$ cat src/hdl/controlPkg.sv
`default_nettype none

package controlPkg;

    localparam int opcodeWidth = 6;
    localparam int functWidth = 6;
    localparam int waitCountWidth = 2;

    ////////////////////////////////////////////////////////////////////
    // Instruction encodings
    ////////////////////////////////////////////////////////////////////
    localparam logic [opcodeWidth-1:0] opRType = 6'h00;
    localparam logic [opcodeWidth-1:0] opJ     = 6'h02;
    localparam logic [opcodeWidth-1:0] opJal   = 6'h03;
    localparam logic [opcodeWidth-1:0] opBeq   = 6'h04;
    localparam logic [opcodeWidth-1:0] opBne   = 6'h05;
    localparam logic [opcodeWidth-1:0] opBle   = 6'h06;
    localparam logic [opcodeWidth-1:0] opBgt   = 6'h07;
    localparam logic [opcodeWidth-1:0] opAddi  = 6'h08;
    localparam logic [opcodeWidth-1:0] opAddiu = 6'h09;
    localparam logic [opcodeWidth-1:0] opSlti  = 6'h0a;
    localparam logic [opcodeWidth-1:0] opLb    = 6'h20;
    localparam logic [opcodeWidth-1:0] opLh    = 6'h21;
    localparam logic [opcodeWidth-1:0] opLw    = 6'h23;
    localparam logic [opcodeWidth-1:0] opSb    = 6'h28;
    localparam logic [opcodeWidth-1:0] opSh    = 6'h29;
    localparam logic [opcodeWidth-1:0] opSw    = 6'h2b;

    localparam logic [functWidth-1:0] fnJr  = 6'h08;
    localparam logic [functWidth-1:0] fnAdd = 6'h20;
    localparam logic [functWidth-1:0] fnSub = 6'h22;
    localparam logic [functWidth-1:0] fnAnd = 6'h24;
    localparam logic [functWidth-1:0] fnOr  = 6'h25;
    localparam logic [functWidth-1:0] fnSlt = 6'h2a;

    typedef enum logic [4:0] {
        aluLoad     = 5'd0,  // Pass A through
        aluAddOvf   = 5'd1,
        aluSub      = 5'd2,
        aluAnd      = 5'd3,
        aluCmp      = 5'd7,  // Set on less than
        aluOr       = 5'd8,
        aluAddNoOvf = 5'd11,
        aluNe       = 5'd14,
        aluEq       = 5'd15,
        aluLe       = 5'd16,
        aluGt       = 5'd17
    } aluCtrl_t;

    typedef enum logic [3:0] {
        kindAluReg, kindJumpReg, kindAluImm, kindBranch, kindLoad,
        kindStore, kindJump, kindJal, kindInvalid
    } instrKind_t;

    typedef enum logic [1:0] {sizeWord, sizeHalf, sizeByte} memSize_t;

    typedef struct packed {
        instrKind_t kind;
        aluCtrl_t   aluOp;    // Execute or compare operation
        memSize_t   memSize;
    } decodedInstr_t;

    typedef enum logic [5:0] {
        stReset, stFetchWait, stFetchLoad, stDecode, stExecute, stWriteRd, stWriteRt,
        stBranchTarget, stBranchCompare, stBranchCommit, stAddrCalc, stMemRead,
        stMemLoad, stMemStore, stJump, stJal, stJumpReg, stJumpRegCommit,
        stInvalidOp, stOverflowTrap, stExceptionExit
    } ctrlState_t;

    ////////////////////////////////////////////////////////////////////
    // Datapath select codes
    ////////////////////////////////////////////////////////////////////
    localparam logic [2:0] pcSrcJump = 3'd0, pcSrcAluResult = 3'd1;
    localparam logic [2:0] pcSrcAluOut = 3'd2, pcSrcException = 3'd3;
    localparam logic [1:0] regDstRt = 2'd0, regDstRd = 2'd1, regDstRa = 2'd2, regDstSp = 2'd3;
    localparam logic [2:0] memToRegAlu = 3'd0, memToRegMem = 3'd1, memToRegSpInit = 3'd2;
    localparam logic [2:0] memToRegException = 3'd3, memToRegPc = 3'd4;
    localparam logic [2:0] srcAddrPc = 3'd0, srcAddrOverflow = 3'd1, srcAddrInvalid = 3'd3;
    localparam logic [2:0] sizeHandlerSb = 3'd0, sizeHandlerSw = 3'd1, sizeHandlerSh = 3'd2;
    localparam logic [2:0] sizeHandlerLb = 3'd3, sizeHandlerLw = 3'd4, sizeHandlerLh = 3'd5;
    localparam logic [2:0] aluBReg = 3'd0, aluBFour = 3'd1, aluBImm = 3'd2;
    localparam logic [2:0] aluBBranchOffset = 3'd3;

    localparam int fetchWaitCycles = 2;  // Memory latency on fetch
    localparam int resetInitCycles = 2;
    localparam int memReadCycles = 2;

    typedef struct packed {
        logic       pcWrite;
        logic       pcWriteCond;
        logic       iOrD;
        logic       memWrite;
        logic       irWrite;
        logic       dataSource;
        logic       regWrite;
        logic       aluSrcA;
        logic [2:0] srcAddr;
        logic [2:0] memToReg;
        logic [2:0] sizeHandler;
        logic [1:0] regDest;
        logic [2:0] aluSrcB;
        aluCtrl_t   aluControl;
        logic [2:0] pcSource;
    } controlWord_t;

endpackage

`default_nettype wire

$ cat src/hdl/instructionDecoder.sv
`timescale 1ns/1ps
`default_nettype none

module instructionDecoder
    import controlPkg::*;
(
    input  logic [opcodeWidth-1:0] opcode,
    input  logic [functWidth-1:0]  funct,
    output decodedInstr_t          decoded
);

    always_comb
    begin
        decoded.kind = kindInvalid;  // Unlisted codes trap
        decoded.aluOp = aluLoad;
        decoded.memSize = sizeWord;

        case (opcode)
            opRType:
            begin
                decoded.kind = kindAluReg;
                case (funct)
                    fnSlt: decoded.aluOp = aluCmp;
                    fnSub: decoded.aluOp = aluSub;
                    fnAdd: decoded.aluOp = aluAddOvf;
                    fnAnd: decoded.aluOp = aluAnd;
                    fnOr:  decoded.aluOp = aluOr;
                    fnJr:  decoded.kind = kindJumpReg;
                    default: decoded.kind = kindInvalid;
                endcase
            end
            opAddi:
            begin
                decoded.kind = kindAluImm;
                decoded.aluOp = aluAddOvf;
            end
            opAddiu:
            begin
                decoded.kind = kindAluImm;
                decoded.aluOp = aluAddNoOvf;  // Never traps
            end
            opSlti:
            begin
                decoded.kind = kindAluImm;
                decoded.aluOp = aluCmp;
            end
            opBeq, opBne, opBle, opBgt:
            begin
                decoded.kind = kindBranch;
                case (opcode)
                    opBeq:   decoded.aluOp = aluEq;
                    opBne:   decoded.aluOp = aluNe;
                    opBle:   decoded.aluOp = aluLe;
                    default: decoded.aluOp = aluGt;
                endcase
            end
            opLw, opLh, opLb:
            begin
                decoded.kind = kindLoad;
                decoded.memSize = (opcode == opLw) ? sizeWord :
                                  (opcode == opLh) ? sizeHalf : sizeByte;
            end
            opSw, opSh, opSb:
            begin
                decoded.kind = kindStore;
                decoded.memSize = (opcode == opSw) ? sizeWord :
                                  (opcode == opSh) ? sizeHalf : sizeByte;
            end
            opJ:   decoded.kind = kindJump;
            opJal: decoded.kind = kindJal;
            default: decoded.kind = kindInvalid;
        endcase
    end

endmodule

`default_nettype wire

$ cat src/hdl/stateSequencer.sv
`timescale 1ns/1ps
`default_nettype none

module stateSequencer
    import controlPkg::*;
(
    input  logic          clk,
    input  logic          reset,
    input  logic          overflow,
    input  decodedInstr_t decoded,
    output ctrlState_t    state
);

    ctrlState_t                nextState;
    logic [waitCountWidth-1:0] waitCount;
    logic [waitCountWidth-1:0] nextCount;
    logic [waitCountWidth-1:0] lastCount;
    logic                      waitDone;
    logic                      isStore;

    // Length of the current wait state, minus one
    always_comb
    begin
        case (state)
            stReset:     lastCount = waitCountWidth'(resetInitCycles - 1);
            stFetchWait: lastCount = waitCountWidth'(fetchWaitCycles - 1);
            default:     lastCount = waitCountWidth'(memReadCycles - 1);
        endcase
    end

    assign waitDone = (waitCount == lastCount);
    assign isStore = (decoded.kind == kindStore);

    ////////////////////////////////////////////////////////////////////
    // Next state
    ////////////////////////////////////////////////////////////////////
    always_comb
    begin
        nextState = state;
        nextCount = '0;

        case (state)
            stReset, stFetchWait:
            begin
                if (waitDone)
                    nextState = (state == stReset) ? stFetchWait : stFetchLoad;
                else
                    nextCount = waitCount + 1'b1;
            end
            stFetchLoad: nextState = stDecode;
            stDecode:
            begin
                case (decoded.kind)
                    kindAluReg, kindAluImm: nextState = stExecute;
                    kindJumpReg:            nextState = stJumpReg;
                    kindBranch:             nextState = stBranchTarget;
                    kindLoad, kindStore:    nextState = stAddrCalc;
                    kindJump:               nextState = stJump;
                    kindJal:                nextState = stJal;
                    default:                nextState = stInvalidOp;
                endcase
            end
            stExecute:
                nextState = (decoded.kind == kindAluImm) ? stWriteRt : stWriteRd;
            stBranchTarget:  nextState = stBranchCompare;
            stBranchCompare: nextState = stBranchCommit;
            stAddrCalc:
            begin
                // Partial stores merge with the old word first
                if (isStore && decoded.memSize == sizeWord)
                    nextState = stMemStore;
                else
                    nextState = stMemRead;
            end
            stMemRead:
            begin
                if (waitDone)
                    nextState = isStore ? stMemStore : stMemLoad;
                else
                    nextCount = waitCount + 1'b1;
            end
            stJumpReg: nextState = stJumpRegCommit;
            stInvalidOp, stOverflowTrap: nextState = stExceptionExit;
            default: nextState = stFetchWait;  // Last state of every body
        endcase

        if (overflow && state != stReset)
        begin
            nextState = stOverflowTrap;  // Beats every other transition
            nextCount = '0;
        end
    end

    always_ff @(posedge clk)
    begin
        if (reset)
        begin
            state <= stReset;
            waitCount <= '0;
        end
        else
        begin
            state <= nextState;
            waitCount <= nextCount;
        end
    end

endmodule

`default_nettype wire

$ cat src/hdl/controlEncoder.sv
`timescale 1ns/1ps
`default_nettype none

module controlEncoder
    import controlPkg::*;
(
    input  ctrlState_t    state,
    input  decodedInstr_t decoded,
    output controlWord_t  ctrl
);

    function automatic logic [2:0] loadSizeCode(memSize_t size);
        case (size)
            sizeHalf: return sizeHandlerLh;
            sizeByte: return sizeHandlerLb;
            default:  return sizeHandlerLw;
        endcase
    endfunction

    function automatic logic [2:0] storeSizeCode(memSize_t size);
        case (size)
            sizeHalf: return sizeHandlerSh;
            sizeByte: return sizeHandlerSb;
            default:  return sizeHandlerSw;
        endcase
    endfunction

    always_comb
    begin
        ctrl = '0;  // All strobes low
        ctrl.srcAddr = srcAddrPc;
        ctrl.memToReg = memToRegAlu;
        ctrl.regDest = regDstRt;
        ctrl.aluSrcB = aluBReg;
        ctrl.aluControl = aluLoad;
        ctrl.pcSource = pcSrcAluOut;

        case (state)
            stReset:
            begin
                ctrl.regWrite = 1'b1;  // Stack pointer init
                ctrl.regDest = regDstSp;
                ctrl.memToReg = memToRegSpInit;
            end
            stFetchWait:
            begin
                ctrl.iOrD = 1'b0;  // Memory reads at PC
                ctrl.srcAddr = srcAddrPc;
            end
            stFetchLoad:
            begin
                ctrl.irWrite = 1'b1;
                ctrl.aluSrcB = aluBFour;  // PC + 4
                ctrl.aluControl = aluAddOvf;
            end
            stDecode: ctrl.pcWrite = 1'b1;  // Take PC + 4 from ALUOut

            ////////////////////////////////////////////////////////////////
            // ALU and jump register
            ////////////////////////////////////////////////////////////////
            stExecute:
            begin
                ctrl.aluSrcA = 1'b1;
                ctrl.aluSrcB = (decoded.kind == kindAluImm) ? aluBImm : aluBReg;
                ctrl.aluControl = decoded.aluOp;
            end
            stWriteRd, stWriteRt:
            begin
                ctrl.regWrite = 1'b1;
                ctrl.regDest = (state == stWriteRd) ? regDstRd : regDstRt;
            end
            stJumpReg, stJumpRegCommit:
            begin
                ctrl.aluSrcA = 1'b1;  // rs through the ALU
                ctrl.pcWrite = (state == stJumpRegCommit);
                ctrl.pcSource = pcSrcAluResult;
            end

            ////////////////////////////////////////////////////////////////
            // Branches and memory
            ////////////////////////////////////////////////////////////////
            stBranchTarget:
            begin
                ctrl.aluSrcB = aluBBranchOffset;
                ctrl.aluControl = aluAddOvf;
            end
            stBranchCompare, stBranchCommit:
            begin
                ctrl.aluSrcA = 1'b1;
                ctrl.aluControl = decoded.aluOp;  // Condition held for commit
                ctrl.pcWriteCond = (state == stBranchCommit);
            end
            stAddrCalc:
            begin
                ctrl.aluSrcA = 1'b1;
                ctrl.aluSrcB = aluBImm;
                ctrl.aluControl = aluAddOvf;
            end
            stMemRead: ctrl.iOrD = 1'b1;
            stMemLoad:
            begin
                ctrl.sizeHandler = loadSizeCode(decoded.memSize);
                ctrl.memToReg = memToRegMem;
                ctrl.regWrite = 1'b1;
            end
            stMemStore:
            begin
                ctrl.iOrD = 1'b1;
                ctrl.memWrite = 1'b1;
                ctrl.dataSource = 1'b1;  // Store data from rt
                ctrl.sizeHandler = storeSizeCode(decoded.memSize);
            end
            stJump, stJal:
            begin
                ctrl.pcWrite = 1'b1;
                ctrl.pcSource = pcSrcJump;
                ctrl.regWrite = (state == stJal);  // Link in ra
                ctrl.regDest = regDstRa;
                ctrl.memToReg = memToRegPc;
            end

            // Exception states fetch the handler address
            stInvalidOp, stOverflowTrap, stExceptionExit:
            begin
                ctrl.srcAddr = (state == stInvalidOp) ? srcAddrInvalid :
                               (state == stOverflowTrap) ? srcAddrOverflow : srcAddrPc;
                ctrl.sizeHandler = sizeHandlerLw;
                ctrl.memToReg = memToRegException;
                ctrl.regDest = regDstSp;
                ctrl.pcSource = pcSrcException;
                ctrl.pcWrite = (state == stExceptionExit);
            end
            default: ctrl.pcSource = pcSrcAluOut;
        endcase
    end

endmodule

`default_nettype wire

$ cat src/hdl/controlUnit.sv
`timescale 1ns/1ps
`default_nettype none

module controlUnit
    import controlPkg::*;
(
    input  logic                   clk,
    input  logic                   reset,
    input  logic [opcodeWidth-1:0] opcode,
    input  logic [functWidth-1:0]  funct,
    input  logic                   overflow,
    output controlWord_t           ctrl
);

    decodedInstr_t decoded;
    ctrlState_t    state;

    instructionDecoder instructionDecoder_i (
        .opcode  (opcode),
        .funct   (funct),
        .decoded (decoded)
    );

    stateSequencer stateSequencer_i (
        .clk      (clk),
        .reset    (reset),
        .overflow (overflow),
        .decoded  (decoded),
        .state    (state)
    );

    controlEncoder controlEncoder_i (
        .state   (state),
        .decoded (decoded),
        .ctrl    (ctrl)
    );

endmodule

`default_nettype wire

$ cat config.mk
export PLATFORM = sky130hd
export DESIGN_NAME = controlUnit
export DESIGN_NICKNAME = d
export VERILOG_FILES = /design/src/hdl/controlPkg.sv /design/src/hdl/instructionDecoder.sv /design/src/hdl/stateSequencer.sv /design/src/hdl/controlEncoder.sv /design/src/hdl/controlUnit.sv
export SDC_FILE = /design/constraint.sdc
export NUM_CORES = 1
export LEC_CHECK = 0
export ABC_CLOCK_PERIOD_IN_PS = 3400
export BUFFER_PORTS_ARGS = -buffer_cell sky130_fd_sc_hd__buf_2
export CAP_MARGIN = 25
export CELL_PAD_IN_SITES_DETAIL_PLACEMENT = 2
export CELL_PAD_IN_SITES_GLOBAL_PLACEMENT = 2
export CORE_UTILIZATION = 23
export DETAILED_ROUTE_END_ITERATION = 7
export GPL_ROUTABILITY_DRIVEN = 0
export PLACE_DENSITY_LB_ADDON = 0.1
export SYNTH_ARGS = -nofsm -noshare
export SYNTH_HDL_FRONTEND = slang
export SYNTH_HIERARCHICAL = 1
export SYNTH_SLANG_ARGS = --single-unit
$ cat constraint.sdc
create_clock -name clk -period 3.4 [get_ports clk]
set_input_delay 0.34 -clock clk [delete_from_list [all_inputs] [get_ports clk]]
set_output_delay 0.34 -clock clk [all_outputs]
set_load 0.1 [all_outputs]
* Word-level counts from Yosys, hierarchy flattened
Memory sizes are Yosys's and may differ from the RTL's. Cells that the tools add are included.
Operators by class: add/subtract/negate cells 1, multiply operators 0, divide/modulo/power cells 0, magnitude comparators 0, eq/ne operators 50, shift-type cells 0, multiplexer cells 39, bitwise gates (word level) 1, reduce and logical (&&, ||, !) cells 30
Operators by type and width (count):
- 6-bit by 4-bit == test with 1-bit output, second input constant | 12
- 6-bit == test, second input constant | 11
- 6-bit case mux with 10 select lines | 1
- 6-bit by 3-bit == test with 1-bit output, second input constant | 8
- 6-bit by 5-bit == test with 1-bit output, second input constant | 5
- 4-bit case mux with 7 select lines | 1
- 5-bit case mux with 5 select lines | 1
- 6-bit by 2-bit == test with 1-bit output, second input constant | 4
- 3-bit case mux with 4 select lines | 2
- 3-bit OR reduction | 8
- 4-bit case mux with 5 select lines | 1
- 6-bit two-way mux | 3
- 2-bit OR reduction | 8
- 4-bit OR reduction | 4
- 5-bit case mux with 3 select lines | 1
- 2-bit two-way mux | 7
- 6-bit zero test | 2
- 2-bit case mux with 3 select lines | 2
- 5-bit case mux with 2 select lines | 1
- 3-bit two-way mux | 3
- 3-bit case mux with 3 select lines | 1
- 1-bit two-way mux | 8
- 2-bit case mux with 2 select lines | 2
- 4-bit case mux with 2 select lines | 1
- other kinds (21) | 24
Word-level totals: bits in registers 8, bits in latches 0, bits in writable memories 0, ROM bits 40, bits of input ports 15, output and inout port bits 30, word-level logic and storage cells 125, memories kept 1
Memories:
- (no name shown) | depth 8, width 5, rd ports 1, clocked after memory_dff 0, wr ports 0, RTL line stateSequencer.sv:53 | case (decoded.kind)

* Longest topological paths before layout
depth in word-level cells 9, mapped depth 10, mapped depth without buffers 9

* Cells and area by module
Netlist, hierarchy kept.
Modules (own cells, without submodules):
- controlEncoder | times used 1, cells each 100, area an instance 683.2 µm², seq. area each 0.0 µm²
- stateSequencer | times used 1, cells each 83, area an instance 604.3 µm², seq. area each 140.1 µm²
- instructionDecoder | times used 1, cells each 66, area an instance 404.1 µm², seq. area each 0.0 µm²

* Least setup slack after synthesis
OpenSTA, ideal clock, no wires.
kind input to output, from in opcode[2], to out ctrl[3] (netlist name), data arrival time 3.752 ns, data required time 3.060 ns, slack -0.692 ns, stages on the path 7, path buffers 1, path through buf_2 nor2_1 a2111oi_0 o21a_1 nor4bb_1 o21ai_1 a311oi_1
RTL lines:
- from (decl) | RTL line controlUnit.sv:9 | input logic [opcodeWidth-1:0] opcode,
- to (decl) | RTL line controlUnit.sv:12 | output controlWord_t ctrl

==> results.json <==
{
  "synth-seq-cells": 7,
  "synth_async_sr_flop_share": 0,
  "worstSkewPairLatency_ns": 0.23,
  "syn_avg_cell_area_um2": 6.79,
  "area_growth_pct": 19.3,
  "ioPinCount": 45,
  "grt_pass1_vias": 1934,
  "core_um2": 6940,
  "ctsResizeCount": 0,
  "dr.pass1.iters": 4,
  "cts_tree": "yes",
  "crit_fanout": 7,
  "ctsHoldBuffers": 0,
  "pwr_density_cell_nw_per_um2": 619,
  "hold_class": "primary input to flop",
  "slew_viol_final": 0,
  "max-cap-violations": 0,
  "dpl.hpwl_um": 4520,
  "synth_seq_area_share": 0.0828,
  "crit_required_ns": 3.06,
  "fmax_mhz": 341,
  "fin_setup_tns_ns": 0,
  "syn_area_um2": 1690,
  "fillers": 868,
  "period_needed_ns": 2.93,
  "multi_input_area_um2": 1380,
  "globalRouteTotalUtil": 0.156,
  "ff2ff_path_depth": 6,
  "layout-drive-gt1-share": 0.261,
  "fp.dieH_um": 87.8,
  "ff_latch_area_um2": 140,
  "drc": 0,
  "drtAntennaViolNets": 0,
  "utilization": 0.291,
  "die-area_um2": 7700,
  "cts.htree.levels": 1,
  "drt_wl_total_um": 5780,
  "drtIter0Drc": 40,
  "p_leak_nw": 0.787,
  "cts_made_buffers": 3,
  "grt_start_max_net_pins": 24,
  "ys.flop_type": "dfxtp_1",
  "synth_edf_count": 0,
  "root_buffer": "clkbuf_8",
  "die_x_um": 87.8,
  "cts.path.max_buffers": 2,
  "setup_viol": 0,
  "vias": 1952,
  "cp.arrival_ns": 2.59,
  "wire_per_inst_um": 15.4,
  "grt_pass1_wl_um": 9780,
  "synth_cells": 249,
  "cp-startpoint": "funct[1]",
  "io_buffers": 41,
  "r2r_start": "stateSequencer_i/state[1]",
  "synth_cell_types": 68,
  "crit_type": "primary input to output port",
  "vdd_ir_drop_max_v": 0.000427,
  "rows": 30,
  "cts.sink_count": 7,
  "antenna_found_initial": 0,
  "routed_via_density": 5.19,
  "n_antenna_cell": 0,
  "period_share": 0.862,
  "rsz0062_at_grt": "false",
  "start_kind": "primary input",
  "post_cts_buffers": 0,
  "whs_path_depth": 2,
  "nNetsFinal": 300,
  "hold_viol_final": 0,
  "hp-start": "reset",
  "status": "completed",
  "skew_ns": 0.00241,
  "start_util": 0.244,
  "worst_pin_slew_ns": 0.823,
  "end_kind": "output port",
  "grt.overflow.total": 0,
  "path_clk_slew_ns": 0.04,
  "slew-limit-headroom": 0.450,
  "yosys_warnings": 6
}
==> metrics by stage <==
| step | worst slack, ns | total power, mW | area, um2 | hold slack [ns] | instances |
|---|---|---|---|---|---|
| 5_1_grt | 0.251 | 1.35 | 2020 | 0.327 | 376 |
| 3_3_place_gp | 0.455 | 1.13 | 1970 | 0.416 | 372 |
| 3_5_place_dp | 0.443 | 1.14 | 1970 | 0.419 | 372 |
| 6_report | 0.469 | 1.25 | 2020 | 0.324 | 376 |
| 2_1_floorplan | 0.0581 | 0.962 | 1720 | 0.398 | 251 |
| 4_1_cts | 0.426 | 1.26 | 2020 | 0.321 | 376 |
==> critical path, cell delays in order <==
cell and delay [ns]:
buf_2 0.14, or3b_1 0.39, a2111oi_2 0.42, o31ai_1 0.16
or4b_1 0.51, o211ai_1 0.19, and3_1 0.25, buf_12 0.19
==> sequential cells by signal, indices dropped and copies added (netlist names) <==
signal,cells
stateSequencer_i/waitCount,2
stateSequencer_i/state,5
==> cells by family (layout without fill, tap and decap cells) <==
family / count (synthesis) / in the layout / synth area share
buf+inv: 37 / 66 / 0.123
mux: 4 / 4 / 0.0244
simple gates: 119 / 119 / 0.405
flops: 7 / 7 / 0.0828
other cells: 2 / 4 / 0.00444
xor+xnor: 7 / 7 / 0.0451
fa+ha+maj: 4 / 4 / 0.0296
compound gates: 69 / 69 / 0.286
==> metal layers <==
layer / wire, um / vias up / share of wire / track usage
met5: 0 / - / 0 / 0
met4: 0 / 0 / 0 / 0.00894
met3: 183 / 0 / 0.032 / 0.0151
met2: 2630 / 34 / 0.46 / 0.258
met1: 2960 / 946 / 0.51 / 0.228
li1: - / 972 / - / -
==> worst paths after layout <==
check / endpoint / slack (ns)
hold / removal: stateSequencer_i/state[4] / 0.32
setup / recovery: ctrl[9] / 0.47
setup reg to reg: stateSequencer_i/state[2] / 1.38
hold reg to reg: stateSequencer_i/waitCount[0] / 0.43
==> layout by cell type, fill, tap and decap left out, drive strengths merged, types with 3 or more instances in the layout <==
| cell type | n |
|---|---|
| conb | 4 |
| and3 | 5 |
| and2 | 4 |
| nor2 | 27 |
| nor2b | 12 |
| nand2 | 13 |
| o21bai | 3 |
| a2111oi | 3 |
| o211ai | 3 |
| a31oi | 8 |
| nand4 | 4 |
| nand2b | 4 |
| nand3b | 4 |
| inv | 11 |
| ha | 4 |
| buf | 51 |
| clkbuf | 3 |
| xor2 | 4 |
| nand3 | 7 |
| or3b | 3 |
| nor3 | 17 |
| mux2i | 3 |
| o21ai | 10 |
| a21oi | 19 |
| dfxtp | 7 |
==> cell usage after synthesis, drive strengths merged (2+ instances only) <==
| library cell | number | area [um2] |
|---|---|---|
| and3 | 5 | 31.3 |
| buf | 22 | 148 |
| a31oi | 8 | 50.1 |
| nor3b | 2 | 20.0 |
| o21a | 2 | 15.0 |
| a21o | 2 | 15.0 |
| ha | 4 | 50.1 |
| conb | 2 | 7.51 |
| and2 | 4 | 25.0 |
| mux2i | 3 | 30.0 |
| a22oi | 2 | 15.0 |
| and2b | 2 | 16.3 |
| nor2 | 27 | 101 |
| and4b | 2 | 20.0 |
| dfxtp | 7 | 140 |
| nor4bb | 2 | 20.0 |
| nand2b | 4 | 25.0 |
| xor2 | 4 | 35.0 |
| a211oi | 2 | 15.0 |
| a311oi | 2 | 17.5 |
| a2111oi | 3 | 51.3 |
| clkbuf | 4 | 18.8 |
| nand2 | 13 | 48.8 |
| or3b | 3 | 28.8 |
| o211ai | 3 | 22.5 |
| or4b | 2 | 20.0 |
| nor4 | 2 | 12.5 |
| nor3 | 17 | 90.1 |
| o21bai | 3 | 22.5 |
| o21ai | 10 | 50.1 |
| o31a | 2 | 17.5 |
| o31ai | 2 | 15.0 |
| xnor2 | 2 | 17.5 |
| a21oi | 19 | 98.9 |
| nor2b | 12 | 77.6 |
| nand3b | 4 | 30.0 |
| nand4b | 2 | 17.5 |
| nand4 | 4 | 25.0 |
| o311a | 2 | 20.0 |
| nand3 | 7 | 35.0 |
| inv | 11 | 41.3 |
==> final cells by class <==
| class | count | share of cell area |
|---|---|---|
| clock buffer | 3 | 0.0205 |
| inverter | 11 | 0.0205 |
| tap | 96 | 0.0595 |
| multi-input combinational | 207 | 0.681 |
| clock inverter | 1 | 0.00248 |
| sequential | 7 | 0.0694 |
| timing repair buffer | 51 | 0.146 |
==> report_power, final <==
group | total [mW] | internal, mW | switching [mW]
registers | 0.180 | 0.107 | 0.0735
logic | 0.952 | 0.275 | 0.677
clock network | 0.117 | 0.0795 | 0.0379
total | 1.25 | 0.461 | 0.789
Power figures use the tool's default switching activity.
